[src/verilog/memif_settings.svh]
`ifndef MEMIF_SETTINGS_SVH
`define MEMIF_SETTINGS_SVH

// Pixel word on the controller user port
`define MEMIF_WORD_BITS 128
`define MEMIF_BYTES_PER_WORD 16

// Words per burst command
// The external controller is built for this burst length
`define MEMIF_BURST_LENGTH 16
`define MEMIF_BYTES_PER_CMD (`MEMIF_BYTES_PER_WORD * `MEMIF_BURST_LENGTH)

// Bytes per frame, four bursts here
// A UXGA frame at 16 bpp would be 1600*1200*2
// Must stay a multiple of MEMIF_BYTES_PER_CMD
`define MEMIF_FRAME_BYTES 1024

// Controller byte address
`define MEMIF_ADDR_BITS 30

`endif

[src/verilog/memif_pkg.sv]
`default_nettype none

`include "memif_settings.svh"

package memif_pkg;

    //////////////////////////////
    // Data and address types
    //////////////////////////////

    // One pixel word, as moved through both controller FIFOs
    typedef logic [`MEMIF_WORD_BITS-1:0] pix_word_t;

    // Byte address on the command port
    typedef logic [`MEMIF_ADDR_BITS-1:0] byte_addr_t;

    // Words sitting in the write FIFO, not yet covered by a command
    typedef logic [6:0] burst_count_t;

    //////////////////////////////
    // Command encoding
    //////////////////////////////

    typedef enum logic [2:0] {
        CMD_WRITE = 3'd0,
        CMD_READ  = 3'd1
    } cmd_instr_e;

endpackage

`default_nettype wire

[src/verilog/burst_writer.sv]
`default_nettype none

`include "memif_settings.svh"

module burst_writer (
    input  logic                  clk_mif,
    input  logic                  rst_n,
    input  logic                  calib_done,
    input  logic                  vsync,
    // Pixel input stream
    input  memif_pkg::pix_word_t  pix_write,
    input  logic                  pix_write_valid,
    output logic                  pix_write_ready,
    // Controller write-data FIFO
    output logic                  wr_en,
    output memif_pkg::pix_word_t  wr_data,
    input  logic                  wr_full,
    // Burst write request towards the arbiter
    output logic                  wr_issue_req,
    output memif_pkg::byte_addr_t wr_byte_addr,
    input  logic                  wr_issue_done
);

    localparam memif_pkg::burst_count_t burst_words =
        memif_pkg::burst_count_t'(`MEMIF_BURST_LENGTH);
    localparam memif_pkg::byte_addr_t cmd_step =
        memif_pkg::byte_addr_t'(`MEMIF_BYTES_PER_CMD);
    localparam memif_pkg::byte_addr_t last_addr =
        memif_pkg::byte_addr_t'(`MEMIF_FRAME_BYTES - `MEMIF_BYTES_PER_CMD);

    typedef enum logic [1:0] {
        st_idle,
        st_push,
        st_issue
    } wr_state_t;

    wr_state_t               state;
    memif_pkg::burst_count_t burst_count;
    logic                    sys_rst;
    logic                    pix_accept;

    // Controller not calibrated counts as reset
    assign sys_rst = !rst_n || !calib_done;

    // Pixels only taken inside a frame and while the FIFO has room
    assign pix_write_ready = (state != st_idle) && pix_write_valid && !wr_full;
    assign pix_accept = pix_write_ready;

    assign wr_issue_req = (state == st_issue);

    //////////////////////////////
    // Burst FSM
    //////////////////////////////

    always_ff @(posedge clk_mif) begin
        if (sys_rst) begin
            state <= st_idle;
            burst_count <= '0;
            wr_byte_addr <= '0;
        end else begin
            case (state)
                st_idle: begin
                    // New frame starts at address zero
                    if (vsync) begin
                        wr_byte_addr <= '0;
                        burst_count <= '0;
                        state <= st_push;
                    end
                end
                st_push: begin
                    // One burst buffered, hand it to the arbiter
                    if (burst_count >= burst_words) begin
                        burst_count <= burst_count
                            + memif_pkg::burst_count_t'(pix_accept) - burst_words;
                        state <= st_issue;
                    end else begin
                        burst_count <= burst_count + memif_pkg::burst_count_t'(pix_accept);
                    end
                end
                st_issue: begin
                    // Pixels keep arriving while the command waits
                    burst_count <= burst_count + memif_pkg::burst_count_t'(pix_accept);
                    if (wr_issue_done) begin
                        wr_byte_addr <= wr_byte_addr + cmd_step;
                        state <= (wr_byte_addr == last_addr) ? st_idle : st_push;
                    end
                end
                default: state <= st_idle;
            endcase
        end
    end

    //////////////////////////////
    // Write FIFO push
    //////////////////////////////

    // Enable and data land together one cycle after acceptance
    always_ff @(posedge clk_mif) begin
        if (sys_rst) begin
            wr_en <= 1'b0;
        end else begin
            wr_en <= pix_accept;
        end
    end

    always_ff @(posedge clk_mif) begin
        if (pix_accept) begin
            wr_data <= pix_write;
        end
    end

endmodule

`default_nettype wire

[src/verilog/cmd_arbiter.sv]
`default_nettype none

module cmd_arbiter (
    input  logic                  clk_mif,
    input  logic                  rst_n,
    input  logic                  calib_done,
    // Read requester
    input  logic                  rd_issue_req,
    input  memif_pkg::byte_addr_t rd_byte_addr,
    output logic                  rd_issue_done,
    // Write requester
    input  logic                  wr_issue_req,
    input  memif_pkg::byte_addr_t wr_byte_addr,
    output logic                  wr_issue_done,
    // Controller command port
    output logic                  cmd_en,
    output memif_pkg::cmd_instr_e cmd_instr,
    output memif_pkg::byte_addr_t cmd_byte_addr,
    input  logic                  cmd_full
);

    typedef enum logic {
        st_wait,
        st_act
    } issue_state_t;

    issue_state_t state;
    logic         sys_rst;
    logic         rd_grant;
    logic         wr_grant;
    logic         issue_now;

    assign sys_rst = !rst_n || !calib_done;

    // Reads win, no round robin
    assign rd_grant = !cmd_full && rd_issue_req;
    // A write must stay behind the read pointer so old data gets read first
    assign wr_grant = !cmd_full && !rd_issue_req && wr_issue_req
        && (wr_byte_addr < rd_byte_addr);
    assign issue_now = (state == st_wait) && (rd_grant || wr_grant);

    //////////////////////////////
    // Issue FSM
    //////////////////////////////

    // One command, then one idle cycle while the requester drops its level
    always_ff @(posedge clk_mif) begin
        if (sys_rst) begin
            state <= st_wait;
            cmd_en <= 1'b0;
            rd_issue_done <= 1'b0;
            wr_issue_done <= 1'b0;
        end else begin
            case (state)
                st_wait: begin
                    if (issue_now) begin
                        cmd_en <= 1'b1;
                        rd_issue_done <= rd_grant;
                        wr_issue_done <= wr_grant;
                        state <= st_act;
                    end
                end
                st_act: begin
                    cmd_en <= 1'b0;
                    rd_issue_done <= 1'b0;
                    wr_issue_done <= 1'b0;
                    state <= st_wait;
                end
                default: state <= st_wait;
            endcase
        end
    end

    // Command fields captured with the grant
    always_ff @(posedge clk_mif) begin
        if (issue_now) begin
            cmd_instr <= rd_grant ? memif_pkg::CMD_READ : memif_pkg::CMD_WRITE;
            cmd_byte_addr <= rd_grant ? rd_byte_addr : wr_byte_addr;
        end
    end

endmodule

`default_nettype wire

[src/verilog/burst_reader.sv]
`default_nettype none

`include "memif_settings.svh"

module burst_reader (
    input  logic                  clk_mif,
    input  logic                  rst_n,
    input  logic                  calib_done,
    input  logic                  vsync,
    // Pixel output stream
    output memif_pkg::pix_word_t  pix_read,
    output logic                  pix_read_valid,
    input  logic                  pix_read_ready,
    // Controller read-data FIFO
    output logic                  rd_en,
    input  memif_pkg::pix_word_t  rd_data,
    input  logic                  rd_empty,
    // Burst read request towards the arbiter
    output logic                  rd_issue_req,
    output memif_pkg::byte_addr_t rd_byte_addr,
    input  logic                  rd_issue_done
);

    localparam memif_pkg::byte_addr_t cmd_step =
        memif_pkg::byte_addr_t'(`MEMIF_BYTES_PER_CMD);
    localparam memif_pkg::byte_addr_t last_addr =
        memif_pkg::byte_addr_t'(`MEMIF_FRAME_BYTES - `MEMIF_BYTES_PER_CMD);

    typedef enum logic [1:0] {
        st_idle,
        st_wait_data,
        st_wait_drain,
        st_issue
    } rd_state_t;

    rd_state_t state;
    logic      sys_rst;
    logic      pix_reading;

    assign sys_rst = !rst_n || !calib_done;

    // Straight pass-through, back-pressure leaves words in the FIFO
    assign pix_reading = !rd_empty && pix_read_ready;
    assign rd_en = pix_reading;
    assign pix_read_valid = pix_reading;
    assign pix_read = rd_data;

    assign rd_issue_req = (state == st_issue);

    //////////////////////////////
    // Read FSM
    //////////////////////////////

    always_ff @(posedge clk_mif) begin
        if (sys_rst) begin
            state <= st_idle;
            rd_byte_addr <= '0;
        end else begin
            case (state)
                st_idle: begin
                    if (vsync) begin
                        rd_byte_addr <= '0;
                        state <= st_wait_drain;
                    end
                end
                // Burst in flight until its first word shows up
                st_wait_data: begin
                    if (!rd_empty) begin
                        state <= st_wait_drain;
                    end
                end
                // Next burst only once the previous one is gone
                st_wait_drain: begin
                    if (pix_read_ready && rd_empty) begin
                        state <= st_issue;
                    end
                end
                st_issue: begin
                    if (rd_issue_done) begin
                        rd_byte_addr <= rd_byte_addr + cmd_step;
                        state <= (rd_byte_addr == last_addr) ? st_idle : st_wait_data;
                    end
                end
                default: state <= st_idle;
            endcase
        end
    end

endmodule

`default_nettype wire

[src/verilog/memif.sv]
`default_nettype none

module memif (
    input  logic                  clk_mif,
    input  logic                  rst_n,
    input  logic                  calib_done,
    input  logic                  vsync,
    // Pixel input stream
    input  memif_pkg::pix_word_t  pix_write,
    input  logic                  pix_write_valid,
    output logic                  pix_write_ready,
    // Pixel output stream
    output memif_pkg::pix_word_t  pix_read,
    output logic                  pix_read_valid,
    input  logic                  pix_read_ready,
    // Controller command port
    output logic                  cmd_en,
    output memif_pkg::cmd_instr_e cmd_instr,
    output memif_pkg::byte_addr_t cmd_byte_addr,
    input  logic                  cmd_full,
    // Controller write-data FIFO
    output logic                  wr_en,
    output memif_pkg::pix_word_t  wr_data,
    input  logic                  wr_full,
    // Controller read-data FIFO
    output logic                  rd_en,
    input  memif_pkg::pix_word_t  rd_data,
    input  logic                  rd_empty
);

    //////////////////////////////
    // Requests to the arbiter
    //////////////////////////////

    logic                  wr_issue_req;
    logic                  wr_issue_done;
    memif_pkg::byte_addr_t wr_byte_addr;
    logic                  rd_issue_req;
    logic                  rd_issue_done;
    memif_pkg::byte_addr_t rd_byte_addr;

    // Input side, fills the write FIFO
    burst_writer u_burst_writer (
        .clk_mif         (clk_mif),
        .rst_n           (rst_n),
        .calib_done      (calib_done),
        .vsync           (vsync),
        .pix_write       (pix_write),
        .pix_write_valid (pix_write_valid),
        .pix_write_ready (pix_write_ready),
        .wr_en           (wr_en),
        .wr_data         (wr_data),
        .wr_full         (wr_full),
        .wr_issue_req    (wr_issue_req),
        .wr_byte_addr    (wr_byte_addr),
        .wr_issue_done   (wr_issue_done)
    );

    // Shared command port
    cmd_arbiter u_cmd_arbiter (
        .clk_mif       (clk_mif),
        .rst_n         (rst_n),
        .calib_done    (calib_done),
        .rd_issue_req  (rd_issue_req),
        .rd_byte_addr  (rd_byte_addr),
        .rd_issue_done (rd_issue_done),
        .wr_issue_req  (wr_issue_req),
        .wr_byte_addr  (wr_byte_addr),
        .wr_issue_done (wr_issue_done),
        .cmd_en        (cmd_en),
        .cmd_instr     (cmd_instr),
        .cmd_byte_addr (cmd_byte_addr),
        .cmd_full      (cmd_full)
    );

    // Output side, drains the read FIFO
    burst_reader u_burst_reader (
        .clk_mif        (clk_mif),
        .rst_n          (rst_n),
        .calib_done     (calib_done),
        .vsync          (vsync),
        .pix_read       (pix_read),
        .pix_read_valid (pix_read_valid),
        .pix_read_ready (pix_read_ready),
        .rd_en          (rd_en),
        .rd_data        (rd_data),
        .rd_empty       (rd_empty),
        .rd_issue_req   (rd_issue_req),
        .rd_byte_addr   (rd_byte_addr),
        .rd_issue_done  (rd_issue_done)
    );

endmodule

`default_nettype wire

[config.mk]
export PLATFORM = sky130hd
export DESIGN_NAME = memif
export DESIGN_NICKNAME = d
export VERILOG_FILES = /design/src/verilog/memif_pkg.sv /design/src/verilog/burst_writer.sv /design/src/verilog/cmd_arbiter.sv /design/src/verilog/burst_reader.sv /design/src/verilog/memif.sv
export VERILOG_INCLUDE_DIRS = /design/src /design/src/verilog
export SDC_FILE = /design/constraint.sdc
export NUM_CORES = 1
export LEC_CHECK = 0
export BUFFER_PORTS_ARGS = -buffer_cell sky130_fd_sc_hd__buf_4
export CAP_MARGIN = 40
export CORE_AREA = 2 2 215 217
export CTS_BUF_LIST = sky130_fd_sc_hd__clkbuf_8
export DETAILED_ROUTE_END_ITERATION = 6
export DIE_AREA = 0 0 217 219
export PLACE_DENSITY = 0.47
export SKIP_CTS_REPAIR_TIMING = 1
export SLEW_MARGIN = 30
export SYNTH_ARGS = -nofsm -noshare
export SYNTH_HDL_FRONTEND = slang
export SYNTH_HIERARCHICAL = 1
export SYNTH_SLANG_ARGS = --single-unit
export TNS_END_PERCENT = 30
[constraint.sdc]
create_clock -name clk_mif -period 19.3 [get_ports clk_mif]
set_clock_uncertainty 0.05 [all_clocks]
set_input_delay 3.86 -clock clk_mif [delete_from_list [all_inputs] [get_ports clk_mif]]
set_output_delay 3.86 -clock clk_mif [all_outputs]
set_load 0.02 [all_outputs]
==> results of run 1 <==
## state kept, by name (all words and copies together), names as in the netlist
signal                       count
u_cmd_arbiter/cmd_en             1
u_burst_writer/state             2
u_burst_reader/rd_byte_addr     22
u_burst_writer/wr_data         128
u_burst_writer/wr_en             1
u_cmd_arbiter/cmd_instr          1
u_cmd_arbiter/wr_issue_done      1
u_cmd_arbiter/cmd_byte_addr     30
u_burst_reader/state             2
u_cmd_arbiter/rd_issue_done      1
u_burst_writer/burst_count       7
u_burst_writer/wr_byte_addr     22
u_cmd_arbiter/state              1
## per-stage QoR
stage / instance area, sq um / instances / setup WS (ns)
finish: 12960 / 1702 / 10.41
global route: 12960 / 1702 / 10.31
CTS: 12940 / 1701 / 10.39
detailed placement: 12080 / 1623 / 10.40
global placement: 12080 / 1623 / 10.40
floorplan: 10270 / 896 / 1.812
## path summary, 6_finish.rpt
check | to | slack (ns) | depth (start not counted)
max reg2reg | u_burst_writer/burst_count[5] | 15.72 | 12
max | pix_write_ready | 10.41 | 4
min | u_burst_reader/rd_byte_addr[27] | 0.47 | 2
min reg2reg | u_burst_reader/rd_byte_addr[27] | 0.47 | 2
## logic make-up after synthesis
family,Yosys count
other cells,3
compound gates,162
flops,219
xor+xnor,9
buf+inv,215
mux,2
simple gates,233
fa+ha+maj,38
## where the power goes
part | internal, W | switching [W] | leakage (nW) | total [W]
Sequential | 0.000508 | 0.00000140 | 1.97 | 0.000509
Combinational | 0.0000259 | 0.0000234 | 2.46 | 0.0000493
Clock | 0.000257 | 0.000214 | 0.471 | 0.000471
## metal layers
metal / vias up / GRT usage (%) / wire [um]
li1: 3425 / - / -
met1: 3417 / 12.65 / 11190
met2: 391 / 26.09 / 18660
met3: 104 / 7.595 / 4606
met4: 2 / 7.306 / 1510
met5: - / 0 / 12
## layout by cell type (no fill, tap or decap), types with 10 or more instances in the layout
cell,netlist,final
a21oi_1,56,55
dfxtp_1,60,60
edfxtp_1,159,159
o21ai_0,55,55
clkbuf_8,0,48
nand3_1,13,13
conb_1,3,18
nand2_1,74,74
clkinv_1,0,10
or3_1,13,13
nor2_1,26,26
nor4_1,12,12
nand4_1,16,16
or4_1,20,20
ha_1,38,38
inv_1,38,46
buf_4,147,303
o31ai_1,17,17
## worst max-delay path: stages
cell and delay (ns):
buf_4 0.11, nor3b_2 0.14, buf_4 0.57, buf_4 0.26
## final cells by class
| cell class | count | share of cell area [%] |
|---|---|---|
| timing repair buffer | 305 | 17.76 |
| tap | 600 | 5.794 |
| multi-input combinational | 462 | 22.59 |
| inverter | 38 | 1.101 |
| clock inverter | 30 | 1.535 |
| clock buffer | 48 | 5.099 |
| sequential | 219 | 46.12 |
==> results.md, run 1 <==
- Status: finished, final reports clean
- Die Y: 219 um
- WP data required: 15.39 ns
- Post-Synth XOR/XNOR Area: 0.7717%
- Leakage power: 4.899 nW
- Filler Cell Count: 4779
- Unrepaired setup endpoints after global routing: no
- Worst-Margin Slew: 0.7771 ns
- Number of iterations in the first detailed-routing pass: 4
- Slew Viols, Final: 0
- Area occupied by registers: 0.005976 sq mm
- Nets@finish: 1371
- CTS root buffer: clkbuf_8
- Initial core utilization: 22.66%
- Remaining DRCs: 0
- Min-delay src: u_burst_reader/rd_byte_addr[27]
- Syn_area_per_cell: 11.59 sq um
- Fin crit period: 8.894 ns
- Synth Warn #: 6
- Max-cap violations: 0
- Crit end category: output pin
- CP arrival: 4.98 ns
- Post-synth EDFFs: 159
- Area leader, netlist: edfxtp_1
- Diodes inserted: 0
- Most frequent cell after synthesis: edfxtp_1
- Global-route total usage across every layer: 14.27%
- CTS buffer count: 42
- Power per cell area: 79.47 mW/mm^2
- Drt total wl: 35980 um
- Synth cell count leaders: edfxtp_1, buf_4, nand2_1
- Critical path launch point type: input port
- Yosys reg bits: 219
- Netlist cell types: 57
- Wire per inst: 21.14 um
- Die Area: 0.04752 sq mm
- Port Buffer Count: 300
- Synthesized area: 0.01021 sq mm
- Layout cells sized above 1: 34.39%
- Crit-path max FO: 52
- Start of the worst register-to-register path: u_burst_writer/state[0]
- WHS: 0.4657 ns
- Layout area overhead: 26.84%
- Clk buf depth: 3
- Pwr Total: 0.001030 W
- Vias in the first global route: 7096
- Drt initial violations: 351
- Clk Latency, worst-skew pair: 0.60 ns
- Total gr overflow: 0
- Multi-input gate area: 0.002927 sq mm
- Clk sinks: 219
- Detail-routed via count per cell: 4.312
- Post-synth top flop: edfxtp_1
- Gp weighted congestion: 0.8222
- Slew Limit Headroom: 48.19%
- Pin count of the biggest net entering global routing: 81
- Post-synthesis compound-gate area fraction: 9.628%
- Core area: 0.04509 sq mm
- Async SR Flop Fraction: 0%
- Post-Route Utilization: 28.74%
- Total negative slack: 0 ns
- Main combinational cell family by area after synthesis: buffers and inverters
- Synth Area in Adders: 4.655%
- Cells after Synth: 881
- Post-Synth Simple-Gate Area: 12.53%
- Register area share after synthesis: 58.50%
- Top Ports: 559
- Hpwl dp: 28220 um
- CTS clk-pin slew, worst paths: 0.06 ns
- Post-synth top area share: 46.74%
- Final period util: 46.08%
- Antenna-violating nets left: 0
- DIE WIDTH: 217 um
- Setup crit start: wr_full
- Final hold viol count: 0
- Antenna violations before repair: 1
- CTS tree: built
- Num rows: 78
- First-pass GRT wire length: 48850 um
- Top cells by area, synth: edfxtp_1, dfxtp_1, buf_4
- Worst min-delay path class: flip-flop to flip-flop
- Critical path type: input port to output pin
- Worst vdd rail ir drop: 0.00003638 V
- Final setup vio count: 0
- Post-synthesis mux area share: 0.2205%
- Max Fclk: 0.1124 GHz
- H-Tree Depth: 2
- DR vias: 7339
(Power assumes the default switching activity.)
==> run 2: changes to the inputs <==
- PLACE_DENSITY: 0.47 -> 0.49
- clock period: 19.3 -> 7.6 ns (I/O delays scaled with it)
==> run 2 against run 1 <==
Effect of this change:
- combinational power increased to 2.5 times the previous value
- cell area decreased by 0.69%
- first-iteration DRC count increased by 9.7%
- clock-buffer cell count decreased by 5
- critical path depth unchanged
- via count decreased by 0.86%
- setup slack got worse by 7.1 ns
- hold slack improved by 0.0034 ns
- global-route usage decreased by 0.40 points
- core utilization decreased by 0.20 points
- non-clock buffer count decreased by 1
==> results.md, run 2 (synthesis results as in run 1) <==
- CTS tree: built (unchanged)
- WP data required: 6.03 ns (was 15.39 ns)
- Final hold viol count: 0 (unchanged)
- Max-cap violations: 0 (unchanged)
- Power per cell area: 195.1 mW/mm^2 (was 79.47 mW/mm^2)
- Post-Route Utilization: 28.54% (was 28.74%)
- Placed cell area: 0.01208 sq mm (unchanged)
- Pin count of the biggest net entering global routing: 130 (was 81)
- Num rows: 78 (unchanged)
- Initial core utilization: 22.66% (unchanged)
- Pwr Total: 0.002510 W (was 0.001030 W)
- Clk buf depth: 3 (unchanged)
- Critical Path Most Common Cell: buf_4 (unchanged)
- Comb power frac: 5.0% (was 4.8%)
- Worst-Margin Slew: 0.7576 ns (was 0.7771 ns)
- CTS buffer count: 40 (was 42)
- Detail-routed via count per cell: 4.290 (was 4.312)
- Critical path launch point type: input port (unchanged)
- CP arrival: 2.76 ns (was 4.98 ns)
- Worst path cell trace: buf_4 -> nor3b_4 -> buf_12 -> buf_4 (was buf_4 -> nor3b_2 -> buf_4 -> buf_4)
- Pre-CTS worst setup slack: 3.264 ns (was 10.40 ns)
- Final period util: 57.00%
- Top Ports: 559 (unchanged)
- CP peak stage delay: 0.48 ns (was 0.57 ns)
- R2r setup slk: 4.27 ns (was 15.72 ns)
- Top reg by flops: u_burst_writer/wr_data (unchanged)
- Die Area: 0.04752 sq mm (unchanged)
- Core area: 0.04509 sq mm (unchanged)
- Number of iterations in the first detailed-routing pass: 4 (unchanged)
- Remaining DRCs: 0 (unchanged)
- Clk sinks: 219 (unchanged)
- Drt total wl: 34980 um (was 35980 um)
- Switching fraction of total power: 22.39% (was 23.18%)
- Total gr overflow: 0 (unchanged)
- Worst min-delay path class: flip-flop to flip-flop (unchanged)
- Fin crit period: 4.332 ns
- Min-delay src: u_cmd_arbiter/cmd_en (was u_burst_reader/rd_byte_addr[27])
- Die Y: 219 um (unchanged)
- Leakage power: 4.853 nW (was 4.899 nW)
- Net Switching: 0.0005621 W (was 0.0002386 W)
- Slew Limit Headroom: 49.50% (was 48.19%)
- Hpwl dp: 27750 um (was 28220 um)
- Global-route total usage across every layer: 13.86% (was 14.27%)
- CTS clk-pin slew, worst paths: 0.06 ns (about the same)
- CTS root buffer: clkbuf_8 (unchanged)
- Clk Latency, worst-skew pair: 0.55 ns (was 0.60 ns)
- Most common cell after layout, fill and taps aside: buf_4 (unchanged)
- H-Tree Depth: 2 (unchanged)
- Wire per inst: 20.63 um (was 21.14 um)
- Port Buffer Count: 300 (unchanged)
- Layout area overhead: 25.97% (was 26.84%)
- First-pass GRT wire length: 47600 um (was 48850 um)
- Gp weighted congestion: 0.8007 (was 0.8222)
- Cell Int Power: 0.001948 W (was 0.0007910 W)
- Nets@finish: 1368 (was 1371)
- Worst Hold End: u_cmd_arbiter/cmd_en (was u_burst_reader/rd_byte_addr[27])
- DR vias: 7276 (was 7339)
- Clock Power Share: 43.5% (was 45.7%)
- Worst reg2reg endpoint: u_cmd_arbiter/cmd_byte_addr[4] (was u_burst_writer/burst_count[5])
- Antenna-violating nets left: 0 (unchanged)
- Crit end category: output pin (unchanged)
- Final worst setup slack: 3.268 ns (was 10.41 ns)
- Largest registers: u_burst_writer/wr_data: 128 flops, u_cmd_arbiter/cmd_byte_addr: 30 flops (unchanged)
- Drt initial violations: 385 (was 351)
- Unrepaired setup endpoints after global routing: no (unchanged)
- Worst vdd rail ir drop: 0.0001139 V (was 0.00003638 V)
- Critical path type: input port to output pin (unchanged)
- Slowest CP cell: buf_12 (was buf_4)
- Max reg flops: 128 (unchanged)
- DIE WIDTH: 217 um (unchanged)
- Total negative slack: 0 ns (unchanged)
- Antenna violations before repair: 4 (was 1)
- Hold path cells: 2 (unchanged)
- Crit-path max FO: 129 (was 52)
- FF-to-FF path depth: 9 (was 12)
- Max Fclk: 0.2308 GHz
- Start of the worst register-to-register path: u_burst_reader/rd_byte_addr[13] (was u_burst_writer/state[0])
- Most frequent cells in the layout: buf_4, edfxtp_1, nand2_1 (unchanged)
- Final setup vio count: 0 (unchanged)
- Design area: 0.01287 sq mm (was 0.01296 sq mm)
- Flop pwr share: 51.5% (was 49.5%)
- Vias in the first global route: 6945 (was 7096)
- Status: finished, final reports clean (unchanged)
- Slew Viols, Final: 0 (unchanged)
- Layout cells sized above 1: 34.00% (was 34.39%)
==> run 2: cell count changes in the layout (fill, tap and decap cells not counted), sizes merged <==
cell,change
clkinv,-3
clkinvlp,+1
buf,-1
clkbuf,-5
diode,+2
==> run 2: metal layers <==
metal | wire [um] | track usage [%] | up-vias
met3 | 3875 | 6.279 | 117
met1 | 10850 | 12.25 | 3378
met5 | 31 | 0 | -
met2 | 18470 | 25.93 | 354
met4 | 1748 | 7.763 | 4
li1 | - | - | 3423
==> run 2: worst max-delay path by stage <==
stage / end / slack [ns] / depth (start not counted) / from
finish: pix_write_ready / 3.27 / 4 / wr_full
floorplan: u_burst_writer/burst_count[5] / 0.52 / 9 / pix_write_valid
detailed placement: pix_write_ready / 3.26 / 4 / wr_full
CTS: pix_write_ready / 3.26 / 4 / wr_full
global placement: pix_write_ready / 3.25 / 4 / wr_full
global route: pix_write_ready / 3.18 / 4 / wr_full
==> run 2: area by class of cell <==
type                    count  area (sq um)
fillers                  4687         32220
clock buffers              43         591.8
repair buffers            304          2298
multi-input cells         462          2925
clock inverters            28         177.7
inverters                  38         142.6
flip-flops and latches    219          5976
diodes                      2         5.005
well taps                 600         750.7
==> run 2: per-stage QoR <==
stage,hold slack [ns],cells
detailed placement,0.4631,1622
global placement,0.4446,1622
global route,0.4773,1696
finish,0.4690,1696
floorplan,0.4150,896
CTS,0.4721,1693
==> run 2: worst max-delay path: cells and delay by family <==
| kind | cells | cell delay (ns) |
|---|---|---|
| buffers and inverters | 3 | 0.86 |
| AND/OR/NAND/NOR | 1 | 0.25 |
==> run 2: power groups by stage <==
stage / registers (W) / logic, W / clock network (W)
after floorplan: 0.00133 / 0.000140 / 0
after global placement: 0.00132 / 0.000123 / 0
after detailed placement: 0.00132 / 0.000124 / 0
after CTS: 0.00129 / 0.000124 / 0.00115
after global routing: 0.00129 / 0.000136 / 0.00120
final: 0.00129 / 0.000125 / 0.00109
==> run 3: changes to the inputs <==
- clock period: 7.6 -> 3.75 ns (I/O delays scaled with it)
==> run 3 against run 2 <==
Effect of this change:
- sequential share of layout area shrank 0.11 points
- clock-buffer cell count up 1
- combinational power grew 100%
- routed wire length grew 3.8%
- highest routed layer unchanged
==> results.md, run 3 (synthesis results as in run 1) <==
- Status: finished, final reports clean (unchanged)
- Final setup vio count: 0 (unchanged)
- Slowest CP cell: buf_12 (unchanged)
- Crit end category: output pin (unchanged)
- Gp weighted congestion: 0.8248 (was 0.8007)
- Antenna violations before repair: 4 (unchanged)
- Cell Int Power: 0.003959 W (was 0.001948 W)
- Crit path buffers/inverters: 3 (unchanged)
- Num rows: 78 (unchanged)
- Vias in the first global route: 7148 (was 6945)
- First-pass GRT wire length: 49090 um (was 47600 um)
- Clk buf depth: 3 (unchanged)
- Port Buffer Count: 300 (unchanged)
- Pin count of the biggest net entering global routing: 131 (was 130)
- Drt total wl: 36310 um (was 34980 um)
- Worst vdd rail ir drop: 0.0001812 V (was 0.0001139 V)
- Antenna-violating nets left: 0 (unchanged)
- WP data required: 2.95 ns (was 6.03 ns)
- Slew Limit Headroom: 49.81% (was 49.50%)
- Slew Viols, Final: 0 (unchanged)
- Most frequent cells in the layout: buf_4, edfxtp_1, nand2_1 (unchanged)
- Switching fraction of total power: 22.04% (was 22.39%)
- Critical path launch point type: flip-flop (was input port)
- CTS buffer count: 40 (unchanged)
- Max reg flops: 128 (unchanged)
- Drt initial violations: 400 (was 385)
- Max Fclk: 0.3051 GHz
- Hpwl dp: 29010 um (was 27750 um)
- Max-cap violations: 0 (unchanged)
- Worst-Margin Slew: 0.7528 ns (was 0.7576 ns)
- Flop pwr share: 51.7% (was 51.5%)
- Cell depth of the worst setup path: 5 (was 4)
- Inst Count DP: 1624 (was 1622)
- Remaining DRCs: 0 (unchanged)
- Layout cells sized above 1: 34.31% (was 34.00%)
- CP peak stage delay: 0.49 ns (was 0.48 ns)
- DR vias: 7299 (was 7276)
- Crit-path max FO: 130 (was 129)
- Final period util: 87.41%
- Number of iterations in the first detailed-routing pass: 6 (was 4)
- H-Tree Depth: 2 (unchanged)
- Cell family with most CP delay: buffers and inverters (unchanged)
- Filler Cell Count: 4686 (was 4687)
- DIE WIDTH: 217 um (unchanged)
- Most common cell after layout, fill and taps aside: buf_4 (unchanged)
- CTS root buffer: clkbuf_8 (unchanged)
- Layout area overhead: 26.27% (was 25.97%)
- CP arrival: 2.48 ns (was 2.76 ns)
- Clk Latency, worst-skew pair: 0.56 ns (was 0.55 ns)
- Fin crit period: 3.278 ns
- Power per cell area: 393.7 mW/mm^2 (was 195.1 mW/mm^2)
- CTS clk-pin slew, worst paths: 0.05 ns (was 0.06 ns)
- CTS tree: built (unchanged)
- Clock Power Share: 43.3% (was 43.5%)
- Comb power frac: 5.0% (about the same)
- Layout Cells excl Fill: 1695 (was 1696)
- Wire per inst: 21.42 um (was 20.63 um)
- Clk sinks: 219 (unchanged)
- Largest registers: u_burst_writer/wr_data: 128 flops, u_cmd_arbiter/cmd_byte_addr: 30 flops (unchanged)
- Detail-routed via count per cell: 4.306 (was 4.290)
- Initial core utilization: 22.66% (unchanged)
- Leakage power: 4.887 nW (was 4.853 nW)
- Pwr Total: 0.005078 W (was 0.002510 W)
- Total gr overflow: 0 (unchanged)
- Top reg by flops: u_burst_writer/wr_data (unchanged)
- Worst path cell trace: inv_1 -> ha_1 -> nor3b_4 -> buf_12 -> buf_4 (was buf_4 -> nor3b_4 -> buf_12 -> buf_4)
- FF-to-FF path depth: 9 (unchanged)
- Top Ports: 559 (unchanged)
- Die Y: 219 um (unchanged)
- Critical path type: flip-flop to output pin (was input port to output pin)
- Net Switching: 0.001119 W (was 0.0005621 W)
- Final hold viol count: 0 (unchanged)
- WHS: 0.3351 ns (was 0.4690 ns)
- Unrepaired setup endpoints after global routing: no (unchanged)
- Worst min-delay path class: input port to flip-flop (was flip-flop to flip-flop)
- Core area: 0.04509 sq mm (unchanged)
- Hold path cells: 1 (was 2)
- Global-route total usage across every layer: 14.40% (was 13.86%)
- Nets@finish: 1370 (was 1368)
- Die Area: 0.04752 sq mm (unchanged)
-- run 3: changes by cell type in the layout (fill, tap and decap cells not counted), sizes merged --
cell	previous run	this run
clkinv	14	6
inv	48	53
clkinvlp	2	1
buf	304	306
clkbuf	43	44
-- run 3: final cells by class --
class / count / area, sq um / share of cell area, %
antenna: 2 / 5.005 / 0.03880
timing repair buffer: 306 / 2313 / 17.94
sequential: 219 / 5976 / 46.33
clock inverter: 24 / 155.1 / 1.203
inverter: 38 / 142.6 / 1.106
clock buffer: 44 / 605.6 / 4.695
multi-input combinational: 462 / 2950 / 22.87
tap: 600 / 750.7 / 5.820
-- run 3: worst register-to-register path: stages (launching register included) --
cell	delay (ns)
dfxtp_1	0.33
inv_1	0.11
ha_1	0.44
nor4b_1	0.53
o211ai_1	0.16
a21oi_1	0.13
o21ai_0	0.11
a31o_4	0.26
a21oi_4	0.14
buf_4	0.39
-- run 3: power by group through the flow --
| stage | registers [W] | logic [W] | clock network (W) |
|---|---|---|---|
| after floorplan | 0.00270 | 0.000283 | 0 |
| after global placement | 0.00267 | 0.000248 | 0 |
| after detailed placement | 0.00267 | 0.000251 | 0 |
| after CTS | 0.00262 | 0.000253 | 0.00230 |
| after global routing | 0.00262 | 0.000276 | 0.00240 |
| final | 0.00262 | 0.000254 | 0.00220 |
-- run 3: metrics by stage --
| step | setup TNS, ns | setup WS (ns) | area (sq um) | util (%) |
|---|---|---|---|---|
| 2_1_floorplan | -134.38 | -2.423 | 10300 | - |
| 3_3_place_gp | 0 | 0.6836 | 12120 | 26.88 |
| 3_5_place_dp | 0 | 0.6859 | 12120 | 26.88 |
| 4_1_cts | 0 | 0.4107 | 12880 | 28.57 |
| 5_1_grt | 0 | 0.2578 | 12890 | 28.60 |
| 6_report | 0 | 0.4722 | 12900 | 28.61 |
-- run 3: path summary, 6_finish.rpt --
| kind | startpoint | endpoint | slack (ns) |
|---|---|---|---|
| worst min register to register | u_burst_reader/rd_byte_addr[24] | u_burst_reader/rd_byte_addr[24] | 0.46 |
| worst min-delay path | pix_write[101] | u_burst_writer/wr_data[101] | 0.34 |
| worst max-delay path | u_burst_writer/state[0] | pix_write_ready | 0.47 |
| worst max register to register | u_burst_writer/state[0] | u_cmd_arbiter/cmd_byte_addr[12] | 0.74 |
-- run 3: routing by layer --
metal	up-vias	track usage [%]	part of all wire, %
li1	3425	-	-
met1	3362	11.80	29
met2	389	27.54	54
met3	119	6.653	11
met4	4	8.995	5.8
met5	-	0	0.074
